`config.mk`:
```
export PLATFORM = sky130hd
export DESIGN_NAME = te_top
export DESIGN_NICKNAME = d
export VERILOG_FILES = /design/src/verilog/te_trace_pkg.sv /design/src/verilog/te_packet_pkg.sv /design/src/verilog/te_stage_window.sv /design/src/verilog/te_priority.sv /design/src/verilog/te_resync_timer.sv /design/src/verilog/te_branch_map.sv /design/src/verilog/te_packet_emitter.sv /design/src/verilog/te_top.sv
export SDC_FILE = /design/constraint.sdc
export NUM_CORES = 1
export LEC_CHECK = 0
export ABC_CLOCK_PERIOD_IN_PS = 9200
export BUFFER_PORTS_ARGS = -buffer_cell sky130_fd_sc_hd__buf_2
export CAP_MARGIN = 20
export CORE_ASPECT_RATIO = 0.8
export CORE_MARGIN = 2
export CORE_UTILIZATION = 50
export CTS_CLUSTER_DIAMETER = 120
export DETAILED_ROUTE_END_ITERATION = 10
export GPL_TIMING_DRIVEN = 1
export PLACE_DENSITY = 0.68
export REMOVE_ABC_BUFFERS = 1
export SETUP_SLACK_MARGIN = 0.4
export SLEW_MARGIN = 20
export SYNTH_ARGS = -nofsm -noshare
export SYNTH_HDL_FRONTEND = slang
export SYNTH_SLANG_ARGS = --single-unit
```
`constraint.sdc`:
```
create_clock -name clk -period 9.2 [get_ports clk]
set_clock_uncertainty 0.15 [all_clocks]
set_input_delay 0.92 -clock clk [delete_from_list [all_inputs] [get_ports clk]]
set_output_delay 0.92 -clock clk [all_outputs]
set_load 0.02 [all_outputs]
```
`src/verilog/te_trace_pkg.sv`:
```
// ~~~~~~~~~~~~~~~~~~~~~~~~~~~~~~~~~~~~~~~~~~~~~~~~~
// instruction-side encodings and limits of the trace encoder
// imported by the window, timer, branch map and testbench
// ~~~~~~~~~~~~~~~~~~~~~~~~~~~~~~~~~~~~~~~~~~~~~~~~~
package te_trace_pkg;

    // retired instruction fields
    localparam int unsigned XLEN   = 32;
    localparam int unsigned PRIV_W = 2;

    // itype codes follow the e-trace ingress numbering
    typedef enum logic [2:0] {
        ITYPE_NORMAL           = 3'd0,
        ITYPE_EXCEPTION        = 3'd1,
        ITYPE_BRANCH_NOT_TAKEN = 3'd4,
        ITYPE_BRANCH_TAKEN     = 3'd5,
        ITYPE_UNINF_JUMP       = 3'd6
    } itype_e;

    // branch map capacity and count width
    localparam int unsigned BMAP_DEPTH = 31;
    localparam int unsigned BMAP_CNT_W = 5;

    // traced instructions between forced syncs
    localparam int unsigned RESYNC_MAX = 64;
    localparam int unsigned RESYNC_W   = 7;

endpackage

```
`src/verilog/te_packet_pkg.sv`:
```
// ~~~~~~~~~~~~~~~~~~~~~~~~~~~~~~~~~~~~~~~~~~~~~~~~~
// packet format encodings and the priority FSM states
// ~~~~~~~~~~~~~~~~~~~~~~~~~~~~~~~~~~~~~~~~~~~~~~~~~
package te_packet_pkg;

    // format 0 is not produced by this encoder
    typedef enum logic [1:0] {
        FMT_ADDR_BRANCH = 2'd1,
        FMT_ADDR_ONLY   = 2'd2,
        FMT_SYNC        = 2'd3
    } format_e;

    // only meaningful with FMT_SYNC
    typedef enum logic [1:0] {
        SF_START = 2'd0,
        SF_TRAP  = 2'd1
    } subformat_e;

    // qualification state
    typedef enum logic {
        ST_IDLE    = 1'b0,
        ST_TRACING = 1'b1
    } te_state_e;

endpackage

```
`src/verilog/te_stage_window.sv`:
```
// ~~~~~~~~~~~~~~~~~~~~~~~~~~~~~~~~~~~~~~~~~~~~~~~~~
// nc/tc/lc instruction window, shifted on each retired instruction
// decodes per-stage event flags for the priority logic
// ~~~~~~~~~~~~~~~~~~~~~~~~~~~~~~~~~~~~~~~~~~~~~~~~~
module te_stage_window
    import te_trace_pkg::*;
(
    input  logic              clk,
    input  logic              rst_n_i,
    input  logic              inst_valid_i,
    input  logic [XLEN-1:0]   inst_iaddr_i,
    input  itype_e            inst_itype_i,
    input  logic [PRIV_W-1:0] inst_priv_i,
    input  logic              qualified_i,
    output logic              advance_o,
    output logic              tc_valid_o,
    output logic              tc_qualified_o,
    output logic              nc_valid_o,
    output logic              nc_qualified_o,
    output logic              lc_exception_o,
    output logic              lc_updiscon_o,
    output logic              tc_privchange_o,
    output logic              nc_exception_o,
    output logic              nc_privchange_o,
    output logic              tc_is_branch_o,
    output logic              tc_branch_taken_o,
    output logic [XLEN-1:0]   tc_iaddr_o
);

    logic              nc_valid_q, tc_valid_q, lc_valid_q;
    logic [XLEN-1:0]   nc_iaddr_q, tc_iaddr_q;
    itype_e            nc_itype_q, tc_itype_q, lc_itype_q;
    logic [PRIV_W-1:0] nc_priv_q, tc_priv_q, lc_priv_q;
    logic              nc_qual_q, tc_qual_q;

    always_ff @(posedge clk) begin
        if (!rst_n_i) begin
            nc_valid_q <= 1'b0;
            tc_valid_q <= 1'b0;
            lc_valid_q <= 1'b0;
        end else if (inst_valid_i) begin
            nc_valid_q <= 1'b1;
            tc_valid_q <= nc_valid_q;
            lc_valid_q <= tc_valid_q;
        end
    end

    // stage payload
    always_ff @(posedge clk) begin
        if (inst_valid_i) begin
            nc_iaddr_q <= inst_iaddr_i;
            nc_itype_q <= inst_itype_i;
            nc_priv_q  <= inst_priv_i;
            nc_qual_q  <= qualified_i;
            tc_iaddr_q <= nc_iaddr_q;
            tc_itype_q <= nc_itype_q;
            tc_priv_q  <= nc_priv_q;
            tc_qual_q  <= nc_qual_q;
            lc_itype_q <= tc_itype_q;
            lc_priv_q  <= tc_priv_q;
        end
    end

    assign advance_o      = inst_valid_i;
    assign tc_valid_o     = tc_valid_q;
    assign nc_valid_o     = nc_valid_q;
    assign tc_qualified_o = tc_valid_q & tc_qual_q;
    assign nc_qualified_o = nc_valid_q & nc_qual_q;

    assign lc_exception_o  = lc_valid_q & (lc_itype_q == ITYPE_EXCEPTION);
    assign lc_updiscon_o   = lc_valid_q & (lc_itype_q == ITYPE_UNINF_JUMP);
    assign nc_exception_o  = nc_valid_q & (nc_itype_q == ITYPE_EXCEPTION);
    assign tc_privchange_o = tc_valid_q & lc_valid_q & (tc_priv_q != lc_priv_q);
    assign nc_privchange_o = nc_valid_q & tc_valid_q & (nc_priv_q != tc_priv_q);

    // only traced branches go into the map
    assign tc_is_branch_o    = tc_qualified_o &
                               ((tc_itype_q == ITYPE_BRANCH_TAKEN) ||
                                (tc_itype_q == ITYPE_BRANCH_NOT_TAKEN));
    assign tc_branch_taken_o = tc_itype_q == ITYPE_BRANCH_TAKEN;
    assign tc_iaddr_o        = tc_iaddr_q;

endmodule

```
`src/verilog/te_priority.sv`:
```
// ~~~~~~~~~~~~~~~~~~~~~~~~~~~~~~~~~~~~~~~~~~~~~~~~~
// qualification FSM and packet format priority chain
// decides on each advance whether tc produces a packet
// ~~~~~~~~~~~~~~~~~~~~~~~~~~~~~~~~~~~~~~~~~~~~~~~~~
module te_priority
    import te_packet_pkg::*;
(
    input  logic       clk,
    input  logic       rst_n_i,
    input  logic       advance_i,
    input  logic       tc_valid_i,
    input  logic       tc_qualified_i,
    input  logic       nc_valid_i,
    input  logic       nc_qualified_i,
    input  logic       lc_exception_i,
    input  logic       lc_updiscon_i,
    input  logic       tc_privchange_i,
    input  logic       nc_exception_i,
    input  logic       nc_privchange_i,
    input  logic       bmap_empty_i,
    input  logic       bmap_full_i,
    input  logic       resync_pending_i,
    output logic       emit_o,
    output format_e    format_o,
    output subformat_e subformat_o,
    output logic       resync_rst_o
);

    te_state_e state_q;
    logic      tc_traced;
    logic      tc_final;
    logic      emit_c;
    logic      resync_c;
    format_e   addr_fmt;

    // the window gates qualified with the tc valid bit
    assign tc_traced = tc_qualified_i;
    // tc is the last qualified instruction
    assign tc_final  = ~(nc_valid_i & nc_qualified_i);
    assign addr_fmt  = bmap_empty_i ? FMT_ADDR_ONLY : FMT_ADDR_BRANCH;

    always_ff @(posedge clk) begin
        if (!rst_n_i) begin
            state_q <= ST_IDLE;
        end else if (advance_i) begin
            state_q <= tc_traced ? ST_TRACING : ST_IDLE;
        end
    end

    // first matching rule wins
    always_comb begin
        emit_c      = 1'b0;
        resync_c    = 1'b0;
        format_o    = FMT_ADDR_ONLY;
        subformat_o = SF_START;
        if (tc_traced) begin
            emit_c = 1'b1;
            if (state_q == ST_IDLE || tc_privchange_i) begin
                format_o = FMT_SYNC;
                resync_c = 1'b1;
            end else if (lc_exception_i) begin
                // tc is the trap handler
                format_o    = FMT_SYNC;
                subformat_o = SF_TRAP;
            end else if (resync_pending_i && bmap_empty_i) begin
                format_o = FMT_SYNC;
                resync_c = 1'b1;
            end else if (lc_updiscon_i) begin
                format_o = addr_fmt;
            end else if (resync_pending_i) begin
                // branches go out first and the sync follows on a later decision
                format_o = FMT_ADDR_BRANCH;
            end else if (tc_final || nc_exception_i || nc_privchange_i) begin
                format_o = addr_fmt;
            end else if (bmap_full_i) begin
                format_o = FMT_ADDR_BRANCH;
            end else begin
                emit_c = 1'b0;
            end
        end
    end

    assign emit_o       = advance_i & emit_c;
    assign resync_rst_o = advance_i & resync_c;

    a_emit_needs_tc : assert property (@(posedge clk) disable iff (!rst_n_i)
        emit_o |-> tc_valid_i)
        else $error("packet decided without a valid tc instruction");

    a_emit_format : assert property (@(posedge clk) disable iff (!rst_n_i)
        emit_o |-> format_o != 2'd0)
        else $error("packet decided with format 0");

endmodule

```
`src/verilog/te_resync_timer.sv`:
```
// ~~~~~~~~~~~~~~~~~~~~~~~~~~~~~~~~~~~~~~~~~~~~~~~~~
// saturating count of traced instructions since the last sync
// ~~~~~~~~~~~~~~~~~~~~~~~~~~~~~~~~~~~~~~~~~~~~~~~~~
module te_resync_timer
    import te_trace_pkg::*;
(
    input  logic clk,
    input  logic rst_n_i,
    input  logic advance_i,
    input  logic tc_qualified_i,
    input  logic resync_rst_i,
    output logic resync_pending_o
);

    logic [RESYNC_W-1:0] count_q;

    always_ff @(posedge clk) begin
        if (!rst_n_i) begin
            count_q <= '0;
        end else if (advance_i) begin
            if (resync_rst_i) begin
                count_q <= '0;
            end else if (tc_qualified_i && !resync_pending_o) begin
                count_q <= count_q + 1'b1;
            end
        end
    end

    assign resync_pending_o = count_q == RESYNC_W'(RESYNC_MAX);

    a_count_bound : assert property (@(posedge clk) disable iff (!rst_n_i)
        count_q <= RESYNC_W'(RESYNC_MAX))
        else $error("resync count above limit");

endmodule

```
`src/verilog/te_branch_map.sv`:
```
// ~~~~~~~~~~~~~~~~~~~~~~~~~~~~~~~~~~~~~~~~~~~~~~~~~
// branch outcome map, oldest outcome in bit 0
// outputs include the pending tc bit and clear after a packet
// ~~~~~~~~~~~~~~~~~~~~~~~~~~~~~~~~~~~~~~~~~~~~~~~~~
module te_branch_map
    import te_trace_pkg::*;
(
    input  logic                  clk,
    input  logic                  rst_n_i,
    input  logic                  advance_i,
    input  logic                  tc_is_branch_i,
    input  logic                  tc_branch_taken_i,
    input  logic                  flush_i,
    output logic [BMAP_DEPTH-1:0] bmap_o,
    output logic [BMAP_CNT_W-1:0] bmap_count_o,
    output logic                  bmap_empty_o,
    output logic                  bmap_full_o
);

    logic [BMAP_DEPTH-1:0] bmap_q;
    logic [BMAP_CNT_W-1:0] count_q;

    // stored map plus the tc outcome, 1 = not taken
    always_comb begin
        bmap_o = bmap_q;
        if (tc_is_branch_i) begin
            bmap_o[count_q] = ~tc_branch_taken_i;
        end
    end

    assign bmap_count_o = count_q + BMAP_CNT_W'(tc_is_branch_i);
    assign bmap_empty_o = bmap_count_o == '0;
    assign bmap_full_o  = bmap_count_o == BMAP_CNT_W'(BMAP_DEPTH);

    always_ff @(posedge clk) begin
        if (!rst_n_i) begin
            bmap_q  <= '0;
            count_q <= '0;
        end else if (advance_i) begin
            if (flush_i) begin
                // tc bit already went out with the packet
                bmap_q  <= '0;
                count_q <= '0;
            end else begin
                bmap_q  <= bmap_o;
                count_q <= bmap_count_o;
            end
        end
    end

    // a full view always forces a packet, so the stored map never fills
    a_count_bound : assert property (@(posedge clk) disable iff (!rst_n_i)
        count_q < BMAP_CNT_W'(BMAP_DEPTH))
        else $error("branch map stored count reached capacity");

endmodule

```
`src/verilog/te_packet_emitter.sv`:
```
// ~~~~~~~~~~~~~~~~~~~~~~~~~~~~~~~~~~~~~~~~~~~~~~~~~
// packet output register, one-cycle valid per decided packet
// ~~~~~~~~~~~~~~~~~~~~~~~~~~~~~~~~~~~~~~~~~~~~~~~~~
module te_packet_emitter
    import te_trace_pkg::*;
    import te_packet_pkg::*;
(
    input  logic                  clk,
    input  logic                  rst_n_i,
    input  logic                  advance_i,
    input  logic                  emit_i,
    input  format_e               format_i,
    input  subformat_e            subformat_i,
    input  logic [XLEN-1:0]       iaddr_i,
    input  logic [BMAP_DEPTH-1:0] bmap_i,
    input  logic [BMAP_CNT_W-1:0] bmap_count_i,
    output logic                  packet_valid_o,
    output format_e               packet_format_o,
    output subformat_e            packet_subformat_o,
    output logic [XLEN-1:0]       packet_address_o,
    output logic [BMAP_CNT_W-1:0] packet_branches_o,
    output logic [BMAP_DEPTH-1:0] packet_branch_map_o
);

    logic capture;
    logic is_sync;

    assign capture = advance_i & emit_i;
    assign is_sync = format_i == FMT_SYNC;

    always_ff @(posedge clk) begin
        if (!rst_n_i) begin
            packet_valid_o <= 1'b0;
        end else begin
            packet_valid_o <= capture;
        end
    end

    // fields hold until the next packet
    always_ff @(posedge clk) begin
        if (capture) begin
            packet_format_o    <= format_i;
            packet_subformat_o <= subformat_i;
            packet_address_o   <= iaddr_i;
            // sync packets carry no branch information
            packet_branches_o   <= is_sync ? '0 : bmap_count_i;
            packet_branch_map_o <= is_sync ? '0 : bmap_i;
        end
    end

endmodule

```
`src/verilog/te_top.sv`:
```
// ~~~~~~~~~~~~~~~~~~~~~~~~~~~~~~~~~~~~~~~~~~~~~~~~~
// trace encoder top, retired instructions in and packets out
// ~~~~~~~~~~~~~~~~~~~~~~~~~~~~~~~~~~~~~~~~~~~~~~~~~
module te_top
    import te_trace_pkg::*;
    import te_packet_pkg::*;
(
    input  logic                  clk,
    input  logic                  rst_n_i,
    input  logic                  inst_valid_i,
    input  logic [XLEN-1:0]       inst_iaddr_i,
    input  itype_e                inst_itype_i,
    input  logic [PRIV_W-1:0]     inst_priv_i,
    input  logic                  qualified_i,
    output logic                  packet_valid_o,
    output format_e               packet_format_o,
    output subformat_e            packet_subformat_o,
    output logic [XLEN-1:0]       packet_address_o,
    output logic [BMAP_CNT_W-1:0] packet_branches_o,
    output logic [BMAP_DEPTH-1:0] packet_branch_map_o
);

    logic                  advance;
    logic                  tc_valid, tc_qualified, nc_valid, nc_qualified;
    logic                  lc_exception, lc_updiscon, tc_privchange;
    logic                  nc_exception, nc_privchange;
    logic                  tc_is_branch, tc_branch_taken;
    logic [XLEN-1:0]       tc_iaddr;
    logic                  emit, resync_rst, resync_pending;
    format_e               format;
    subformat_e            subformat;
    logic [BMAP_DEPTH-1:0] bmap;
    logic [BMAP_CNT_W-1:0] bmap_count;
    logic                  bmap_empty, bmap_full;

    te_stage_window i_window (
        .clk, .rst_n_i, .inst_valid_i, .inst_iaddr_i, .inst_itype_i, .inst_priv_i,
        .qualified_i,
        .advance_o(advance), .tc_valid_o(tc_valid), .tc_qualified_o(tc_qualified),
        .nc_valid_o(nc_valid), .nc_qualified_o(nc_qualified),
        .lc_exception_o(lc_exception), .lc_updiscon_o(lc_updiscon),
        .tc_privchange_o(tc_privchange), .nc_exception_o(nc_exception),
        .nc_privchange_o(nc_privchange), .tc_is_branch_o(tc_is_branch),
        .tc_branch_taken_o(tc_branch_taken), .tc_iaddr_o(tc_iaddr)
    );

    te_priority i_priority (
        .clk, .rst_n_i, .advance_i(advance), .tc_valid_i(tc_valid),
        .tc_qualified_i(tc_qualified), .nc_valid_i(nc_valid),
        .nc_qualified_i(nc_qualified), .lc_exception_i(lc_exception),
        .lc_updiscon_i(lc_updiscon), .tc_privchange_i(tc_privchange),
        .nc_exception_i(nc_exception), .nc_privchange_i(nc_privchange),
        .bmap_empty_i(bmap_empty), .bmap_full_i(bmap_full),
        .resync_pending_i(resync_pending),
        .emit_o(emit), .format_o(format), .subformat_o(subformat),
        .resync_rst_o(resync_rst)
    );

    te_resync_timer i_resync_timer (
        .clk, .rst_n_i, .advance_i(advance), .tc_qualified_i(tc_qualified),
        .resync_rst_i(resync_rst), .resync_pending_o(resync_pending)
    );

    // a packet always flushes the map
    te_branch_map i_branch_map (
        .clk, .rst_n_i, .advance_i(advance), .tc_is_branch_i(tc_is_branch),
        .tc_branch_taken_i(tc_branch_taken), .flush_i(emit),
        .bmap_o(bmap), .bmap_count_o(bmap_count), .bmap_empty_o(bmap_empty),
        .bmap_full_o(bmap_full)
    );

    te_packet_emitter i_emitter (
        .clk, .rst_n_i, .advance_i(advance), .emit_i(emit), .format_i(format),
        .subformat_i(subformat), .iaddr_i(tc_iaddr), .bmap_i(bmap),
        .bmap_count_i(bmap_count),
        .packet_valid_o, .packet_format_o, .packet_subformat_o, .packet_address_o,
        .packet_branches_o, .packet_branch_map_o
    );

endmodule

```
# == After elaboration in Yosys (flattened, before gate mapping) ==
# Cells that the tools add are included.
# word_totals
rom_bits,0
regBits,201
ram_bits,0
mem_count,0
out_inout_bits,73
word_cells,98
latch_bits,0
# op_classes
n_shift,0
n_eq_ne,10
muxes,31
n_lt_le_gt_ge,2
n_div,0
reduce_logical,12
addsub,2
bitwise,18
mul,0
# ops
cell,n
2-to-1 mux 31 bit,2
bitwise mux 31 bit,1
2-to-1 mux 2 bit,9
2-to-1 mux 1 bit,15
AND 1 bit,14
2-to-1 mux 7 bit,2
equality test 3 bit (second input constant),3
adder 7 x 1 -> 7 bit (second input constant),1
equality test 7 bit (second input constant),1
equality test 3 x 1 -> 1 bit (second input constant),2
< comparator 5 x 6 -> 1 bit (second input constant),1
adder 5 x 1 -> 5 bit,1
demux 1 bit (select 5 bit),1
equality test 5 bit (second input constant),1
>= comparator 5 x 1 -> 1 bit (second input constant),1
zero test 5 bit,1
2-to-1 mux 5 bit,1
logical OR 1 bit,4
inequality test 2 bit,2
inverter 1 bit,4
logical AND 1 bit,3
equality test 2 bit (second input constant),1
AND reduction 2 bit,1
nonzero test 2 bit,1
other kinds (2),2

# == Depth between registers and ports, before layout ==
# Gate-level depths: netlist (run 1).
# depth
word_depth,15
mapped_depth,11
mapped_depth_nobuf,9

# == Hierarchy ==
# A second synthesis (run 1) with hierarchy kept.
# unflattened
hier_cells,548
area_unflattened_um2,8047.7
# modules_own_cells
module,seq_area_each_um2,cells_per_inst,area_per_inst_um2,instances
te_stage_window,2492.4,105,2655.0,1
te_packet_emitter,2182.1,117,2521.2,1
te_branch_map,720.7,255,2260.9,1
te_resync_timer,140.1,47,436.7,1
te_priority,20.0,24,173.9,1

# == Worst setup path before layout (run 1) ==
# No wires, ideal clock.
# synth_path
kind,register to register
startpoint,register i_window.tc_itype_q[1]
endpoint,"register i_emitter.packet_address_o[0], enable pin"
arrival_time_ns,5.717
slack_ns,2.790
synth_period_minus_slack_ns,6.410
t_required_ns,8.506
setup_ns,0.544
path_buffers,1
path_stages_with_launch,9
cell_sequence,edfxtp_1 nand4b_1 inv_1 ha_1 ha_1 clkbuf_1 xnor2_1 or3_4 a31oi_1
# synth_via
elab_chain_len,15
elab_cells_between_ends,18
cone_classes,1 x add/sub; 3 x eq/ne; 8 x mux; 3 x bitwise; 3 x reduce/logical
# synth_rtl
element,line_no,rtl
"start, declared",te_stage_window.sv:32,"itype_e nc_itype_q, tc_itype_q, lc_itype_q;"
"start signal, assigned",te_stage_window.sv:56,tc_itype_q <= nc_itype_q;
"equality test 3 bit, on equally long branches","te_stage_window.sv:78, te_stage_window.sv:79",
logical OR 1 bit *,te_stage_window.sv:78,((tc_itype_q == ITYPE_BRANCH_TAKEN) ||
AND 1 bit *,te_stage_window.sv:77,assign tc_is_branch_o = tc_qualified_o &
adder 5 x 1 -> 5 bit *,te_branch_map.sv:31,assign bmap_count_o = count_q + BMAP_CNT_W'(tc_is_branch_i);
equality test 5 bit,te_branch_map.sv:33,assign bmap_full_o = bmap_count_o == BMAP_CNT_W'(BMAP_DEPTH);
2-to-1 mux 1 bit,te_priority.sv:75,end else if (bmap_full_i) begin
2-to-1 mux 1 bit,te_priority.sv:73,end else if (tc_final || nc_exception_i || nc_privchange_i) begin
2-to-1 mux 1 bit,te_priority.sv:70,end else if (resync_pending_i) begin
2-to-1 mux 1 bit,te_priority.sv:68,end else if (lc_updiscon_i) begin
2-to-1 mux 1 bit *,te_priority.sv:65,end else if (resync_pending_i && bmap_empty_i) begin
2-to-1 mux 1 bit *,te_priority.sv:61,end else if (lc_exception_i) begin
2-to-1 mux 1 bit *,te_priority.sv:58,if (state_q == ST_IDLE || tc_privchange_i) begin
2-to-1 mux 1 bit *,te_priority.sv:56,if (tc_traced) begin
AND 1 bit *,te_priority.sv:83,assign emit_o = advance_i & emit_c;
AND 1 bit *,te_packet_emitter.sv:28,assign capture = advance_i & emit_i;
net i_emitter.capture,te_packet_emitter.sv:25,logic capture;
"end signal, assigned",te_packet_emitter.sv:44,packet_address_o <= iaddr_i;
"end, declared",te_packet_emitter.sv:20,"output logic [XLEN-1:0] packet_address_o,"
# The timed path passes the listed nets; every way through them passes the cells marked *.
# A chain may end at the register's enable or synchronous reset.

# == Worst setup path in the final report (run 1) ==
# layout_path
startpoint,register i_window.tc_itype_q[1]
endpoint,"register i_emitter.packet_branch_map_o[21], enable pin"
# layout_via
elab_chain_len,15
elab_cells_between_ends,18
cone_classes,1 x add/sub; 3 x eq/ne; 8 x mux; 3 x bitwise; 3 x reduce/logical
# layout_rtl
element,line_no,rtl
"equality test 3 bit, on equally long branches","te_stage_window.sv:78, te_stage_window.sv:79",
logical OR 1 bit *,te_stage_window.sv:78,
AND 1 bit *,te_stage_window.sv:77,
adder 5 x 1 -> 5 bit *,te_branch_map.sv:31,
equality test 5 bit,te_branch_map.sv:33,
2-to-1 mux 1 bit,te_priority.sv:75,
2-to-1 mux 1 bit,te_priority.sv:73,
2-to-1 mux 1 bit,te_priority.sv:70,
2-to-1 mux 1 bit,te_priority.sv:68,
2-to-1 mux 1 bit *,te_priority.sv:65,
2-to-1 mux 1 bit *,te_priority.sv:61,
2-to-1 mux 1 bit *,te_priority.sv:58,
2-to-1 mux 1 bit *,te_priority.sv:56,
AND 1 bit *,te_priority.sv:83,
AND 1 bit *,te_packet_emitter.sv:28,
net i_emitter.capture,te_packet_emitter.sv:25,
"end signal, assigned",te_packet_emitter.sv:47,packet_branch_map_o <= is_sync ? '0 : bmap_i;
"end, declared",te_packet_emitter.sv:22,output logic [BMAP_DEPTH-1:0] packet_branch_map_o
# Marks and branches as above.

==> results.py, run 1 <==
metrics = {
    "power": {
        "leakage_nw": 3.15,
        "power.density_mw_per_mm2": 195,
        "finalPower_mw": 1.77,
        "ir_worst_vdd_v": 0.000193,
    },
    "worst_setup_path": {
        "cpPeakStageDelay_ns": 0.74,
        "cp.arrival_ns": 3.32,
        "crit_fanout": 72,
        "cp_common_cell": "ha_1",
        "critPathCaptureType": "flop",
        "worstPathCellList": "nand4b_1, inv_1, ha_1, ha_1, xnor2_1, or3_4, a31oi_4, buf_4",
        "worstSetupStartpointType": "flop",
        "path_class": "reg -> reg",
        "cp_slowest_cell": "buf_4",
        "cp_data_required_time_ns": 9.11,
    },
    "detailed_routing": {
        "drc": 0,
        "via_per_inst": 5.13,
        "drt_first_pass_iters": 6,
        "wirelength_um": 14100,
        "post_drt_wl_per_cell_um": 15.1,
        "vias": 4775,
        "antenna_left": 0,
        "drtIter0Drc": 348,
    },
    "cells_and_area": {
        "nets": 752,
        "drive_gt1_share_pct": 22.1,
        "fin_util_pct": 60.1,
        "multi_input_area_mm2": 0.00209,
        "nFillCells": 1209,
        "register_area_mm2": 0.00553,
        "num_antenna_cells": 0,
        "syn_to_final_growth_pct": 16.4,
    },
    "sta": {
        "setup_violations": 0,
        "layout_setup_ws_ns": 5.80,
        "worstMarginPinSlew_ns": 1.05,
        "fin_crit_sh_pct": 37.0,
        "fin_crit_ns": 3.40,
        "final-hold-violation-count": 0,
        "drv_slew": 0,
        "final.setup.tns_ns": 0,
        "max_slew_margin_pct": 30.1,
        "grt_setup_unrepaired": "false",
        "clock.fmax_mhz": 294,
    },
    "synth": {
        "yosysMostFrequentCell": "edfxtp_1",
        "synth-compound-area-share_pct": 6.88,
        "ys.flop_type": "edfxtp_1",
        "syn-instance-count": 608,
        "synth_top_family_by_area": "simple AND/OR/NAND/NOR gates",
        "synth_cell_types": 51,
        "yosys.area.top_type": "edfxtp_1",
        "ys_warn_count": 0,
        "synth.mux.area_fraction_pct": 4.36,
        "avgSynthCellArea_um2": 12.8,
        "synth_seq_cells": 200,
        "synth-adder-area-share_pct": 0.642,
        "synth-simple-area-share_pct": 13.2,
        "async_flop_share_pct": 0,
        "synth-edff-count": 152,
        "ys_seq_area_share_pct": 70.9,
        "synth_xor_area_share_pct": 1.46,
        "synth_top_cell_area_share_pct": 58.5,
        "synth_top_cells_by_area": "edfxtp_1 (59%), dfxtp_1 (12%), mux2i_1 (4.4%)",
        "synth_area_mm2": 0.00780,
        "synth.top_cells.by_count": "edfxtp_1 (152), nand2_1 (75), a21oi_1 (60)",
    },
    "clock_network": {
        "numClockSinks": 200,
        "clockBufferDepth": 2,
        "clk_pin_slew_ns": 0.07,
        "cts_tree": "yes",
        "cts_resized": 0,
        "clock_latency_ns": 0.44,
        "h-tree-depth": 4,
        "root_buffer": "clkbuf_16",
        "cts_hold_buffers": 0,
        "numCtsBuffers": 17,
        "post_cts_buffers": 0,
    },
    "grt": {
        "overflow": 0,
        "track_usage_pct": 17.7,
        "grt_pass1_wl_um": 22300,
        "grt_pass1_vias": 4514,
        "antenna_found_initial": 0,
        "grt_max_degree": 82,
    },
    "die": {
        "die-area_mm2": 0.0166,
        "coreArea_mm2": 0.0151,
        "die_h_um": 116,
        "io_pins": 114,
        "start_util_pct": 51.6,
        "num_rows": 40,
        "fp.dieW_um": 144,
    },
    "placement": {
        "place_ws_ns": 5.77,
        "dp_hpwl_um": 9030,
        "portBuffers": 112,
        "gp_congestion": 0.832,
    },
    "run_status": {
        "status": "finished, final reports clean",
    },
    "worst_hold_path": {
        "hold_path_class": "reg -> reg",
    },
    "job": {
        "maxCapViolCount": 0,
    },
}
-- flip-flops by register name, indices dropped and copies added, names as in the netlist, 2 cells and up --
name / count
i_branch_map.bmap_q: 31
i_window.tc_priv_q: 2
i_emitter.packet_address_o: 32
i_window.lc_priv_q: 2
i_emitter.packet_branches_o: 5
i_window.lc_itype_q: 3
i_window.nc_iaddr_q: 32
i_window.nc_itype_q: 3
i_window.tc_iaddr_o: 32
i_emitter.packet_format_o: 2
i_window.tc_itype_q: 3
i_window.nc_priv_q: 2
i_branch_map.count_q: 5
i_resync_timer.count_q: 7
i_emitter.packet_branch_map_o: 31
-- critical path: cells and delay by family, from the launching register on --
| kind | cells | cell delay [ns] |
|---|---|---|
| xor+xnor | 1 | 0.12 |
| simple gates | 2 | 0.73 |
| flops | 1 | 0.40 |
| fa+ha+maj | 2 | 0.52 |
| compound gates | 1 | 0.16 |
| buf+inv | 2 | 0.92 |
-- worst paths after layout --
| kind | slack [ns] | startpoint | cells past startpoint | endpoint |
|---|---|---|---|---|
| max | 5.80 | i_window.tc_itype_q[1]$_DFFE_PP_ | 8 | i_emitter.packet_branch_map_o[21]$_SDFFCE_PN0P_ |
| min | 0.27 | i_window.tc_iaddr_o[8]$_DFFE_PP_ | 0 | i_emitter.packet_address_o[8]$_DFFE_PP_ |
| max reg2reg | 5.80 | i_window.tc_itype_q[1]$_DFFE_PP_ | 8 | i_emitter.packet_branch_map_o[21]$_SDFFCE_PN0P_ |
| min reg2reg | 0.27 | i_window.tc_iaddr_o[8]$_DFFE_PP_ | 0 | i_emitter.packet_address_o[8]$_DFFE_PP_ |
-- layout make-up --
type / count / area share [%]
Sequential cell: 200 / 60.9
Clock buffer: 18 / 4.73
Tap cell: 210 / 2.89
Multi-Input combinational cell: 364 / 23.1
Inverter: 5 / 0.207
Clock inverter: 14 / 1.47
Timing Repair Buffer: 119 / 6.78
-- layout by cell type, fill, tap and decap left out, types with 13 or more instances in the layout --
cell and count:
a21oi_1 60, o21ai_0 13, nand2_1 75, buf_2 111, nor2_1 54, dfxtp_1 48, nand3_1 29, clkbuf_16 17
nor3_1 18, mux2i_1 34, edfxtp_1 152
-- metrics by stage --
stage | std cells | cell area, um^2 | hold WS (ns)
after floorplan | 569 | 7620 | 0.250
after global placement | 898 | 8520 | 0.250
after detailed placement | 898 | 8520 | 0.255
after CTS | 930 | 9080 | 0.266
after global routing | 930 | 9080 | 0.271
final | 930 | 9080 | 0.266
-- per-layer routing --
metal / GRT usage (%) / vias to the layer above / share of wire [%]
li1: - / 2399 / -
met1: 23.6 / 2246 / 45
met2: 27.6 / 108 / 48
met3: 4.71 / 22 / 4.7
met4: 7.58 / 0 / 1.8
met5: 0 / - / 0
-- logic make-up (layout without fill, tap and decap cells) --
kind of cell	after synthesis	in the layout
and+or+nand+nor	219	219
DFF	200	200
AOI/OAI and AO/OA	93	93
buffers and inverters	44	156
muxes	34	34
xor gates and xnor gates	13	13
adders and majority gates	4	4
other	1	1
-- where the power goes --
group / leakage (nW) / switching, mW / internal (mW) / total, mW
Combinational: 1.09 / 0.0352 / 0.0151 / 0.0503
Clock: 0.277 / 0.345 / 0.359 / 0.704
Sequential: 1.78 / 0.00990 / 1.00 / 1.01
(Power assumes the default switching activity.)
==> inputs of run 2 (changes only) <==
--- a/config.mk
+++ b/config.mk
@@ -5,7 +5,7 @@
 export SDC_FILE = /design/constraint.sdc
 export NUM_CORES = 1
 export LEC_CHECK = 0
-export ABC_CLOCK_PERIOD_IN_PS = 9200
+export ABC_CLOCK_PERIOD_IN_PS = 3230
 export BUFFER_PORTS_ARGS = -buffer_cell sky130_fd_sc_hd__buf_2
 export CAP_MARGIN = 20
 export CORE_ASPECT_RATIO = 0.8
==> constraint.sdc (replaced) <==
create_clock -name clk -period 3.23 [get_ports clk]
set_clock_uncertainty 0.15 [all_clocks]
set_input_delay 0.323 -clock clk [delete_from_list [all_inputs] [get_ports clk]]
set_output_delay 0.323 -clock clk [all_outputs]
set_load 0.02 [all_outputs]
==> results.py, run 2 (same netlist as run 1, synthesis figures left out) <==
metrics = {
    "grt": {
        "track_usage_pct": 19.4,
        "overflow": 0,
        "grt_pass1_vias": 4903,
        "antenna_found_initial": 0,
        "grt_pass1_wl_um": 24500,
        "grt_max_degree": 76,
    },
    "power": {
        "power.density_mw_per_mm2": 530,
        "power_frac_clock_pct": 40.7,
        "leakage_nw": 3.46,
        "intPower_mw": 4.00,
        "sw_frac_of_total_pct": 23.2,
        "ir_worst_vdd_v": 0.000401,
        "power_frac_comb_pct": 3.9,
        "switching_power_mw": 1.21,
        "p_seq_share_pct": 55.5,
    },
    "worst_setup_path": {
        "worstSetupStartpointType": "flop",
        "cpPeakStageDelay_ns": 0.46,
        "crit_fanout": 20,
        "r2r_slack_ns": 0.46,
        "path_class": "reg -> reg",
        "cp.arrival_ns": 2.77,
        "cp_slowest_cell": "or3_4",
        "worstPathCellList": "nand4b_1, inv_2, ha_4, nand3_2, xor2_1, or3_4, a31oi_4, bufbuf_16",
        "cp_data_required_time_ns": 3.23,
        "critPathCaptureType": "flop",
    },
    "cells_and_area": {
        "final_common_cell": "edfxtp_1",
        "syn_to_final_growth_pct": 26.0,
        "multi_input_area_mm2": 0.00214,
        "nFillCells": 1124,
        "drive_gt1_share_pct": 23.5,
        "nets": 805,
        "most-common-layout-cells": "edfxtp_1 (152), buf_2 (111), nand2_1 (75)",
        "num_antenna_cells": 0,
        "final_cell_area_mm2": 0.00983,
        "register_area_mm2": 0.00553,
    },
    "clock_network": {
        "clk_pin_slew_ns": 0.07,
        "numCtsBuffers": 17,
        "root_buffer": "clkbuf_16",
        "clockBufferDepth": 2,
        "h-tree-depth": 4,
        "numClockSinks": 200,
        "clock_latency_ns": 0.44,
        "cts_tree": "yes",
    },
    "placement": {
        "gp_congestion": 0.820,
        "place_ws_ns": 0.262,
        "portBuffers": 112,
        "dp_hpwl_um": 9310,
        "placed_area_mm2": 0.00860,
    },
    "die": {
        "die_h_um": 116,
        "num_rows": 40,
        "fp.dieW_um": 144,
        "start_util_pct": 51.6,
        "io_pins": 114,
        "die-area_mm2": 0.0166,
        "coreArea_mm2": 0.0151,
    },
    "job": {
        "maxCapViolCount": 0,
    },
    "sta": {
        "drv_slew": 0,
        "setup_violations": 0,
        "max_slew_margin_pct": 38.9,
        "fin_crit_sh_pct": 85.8,
        "worstMarginPinSlew_ns": 0.917,
        "clock.fmax_mhz": 361,
        "grt_setup_unrepaired": "false",
        "fin_crit_ns": 2.77,
        "layout_setup_ws_ns": 0.458,
        "final-hold-violation-count": 0,
    },
    "run_status": {
        "status": "finished, final reports clean",
    },
    "detailed_routing": {
        "antenna_left": 0,
        "drt_first_pass_iters": 6,
        "routed.top_layer": "met4",
        "drtIter0Drc": 406,
        "wl_met2_um": 7830,
        "via_per_inst": 5.27,
        "wl_met3_um": 1010,
        "wirelength_um": 16100,
        "post_drt_wl_per_cell_um": 16.4,
        "vias": 5181,
        "drc": 0,
        "m1WireLength_um": 7040,
    },
    "worst_hold_path": {
        "hold_path_class": "in -> reg",
    },
}
## run 2: worst paths after layout
path / start / endpoint / cells after the start
worst max register to register: i_window.tc_itype_q[1]$_DFFE_PP_ / i_emitter.packet_address_o[17]$_DFFE_PP_ / 8
worst max-delay path: i_window.tc_itype_q[1]$_DFFE_PP_ / i_emitter.packet_address_o[17]$_DFFE_PP_ / 8
worst min-delay path: rst_n_i / i_emitter.packet_valid_o$_SDFF_PN0_ / 2
worst min register to register: i_window.nc_iaddr_q[24]$_DFFE_PP_ / i_window.tc_iaddr_o[24]$_DFFE_PP_ / 0
## run 2: worst max-delay path, delay by kind of cell, from the launching register on
kind / cells / cell delay, ns
and+or+nand+nor: 3 / 0.87
xor gates and xnor gates: 1 / 0.20
adders and majority gates: 1 / 0.16
AOI/OAI and AO/OA: 1 / 0.23
DFF: 1 / 0.39
buffers and inverters: 2 / 0.48
## run 2: layout make-up
type / instances / area share, %
repair buffers: 172 / 13.1
multi-input cells: 364 / 21.8
inverters: 5 / 0.191
well taps: 210 / 2.67
clock buffers: 17 / 4.33
flip-flops and latches: 200 / 56.2
clock inverters: 15 / 1.72
## run 2: repair_timing
item	CTS	global route
hold endpoints to repair	38	0
gates cloned	2	3
endpoints found under the setup margin	106	83
buffers inserted	4	2
gates resized for setup	6	8
pin swaps	2	3
hold buffers	38	0
## run 2: through the flow
| step | TNS, ns | total power [mW] | std cells | hold slack [ns] | utilization (%) |
|---|---|---|---|---|---|
| after global placement | 0 | 3.09 | 902 | 0.250 | 56.9 |
| after floorplan | -230.92 | 3.00 | 569 | 0.250 | - |
| final | 0 | 5.21 | 983 | 0.0992 | 65.0 |
| after detailed placement | 0 | 3.10 | 902 | 0.255 | 56.9 |
| after CTS | 0 | 5.23 | 978 | 0.0896 | 64.0 |
| after global routing | 0 | 5.36 | 983 | 0.107 | 65.0 |
## run 2: per-layer routing
layer	GRT usage, %	vias up
li1	-	2513
met1	25.7	2482
met2	31.7	168
met3	5.04	18
met4	6.67	0
met5	0	-
## run 2: power by group through the flow
stage	Clock, mW	Combinational (mW)	Sequential [mW]
global route	2.24	0.216	2.90
global placement	0	0.148	2.94
CTS	2.15	0.193	2.89
detailed placement	0	0.152	2.95
finish	2.12	0.201	2.89
floorplan	0	0.0479	2.96
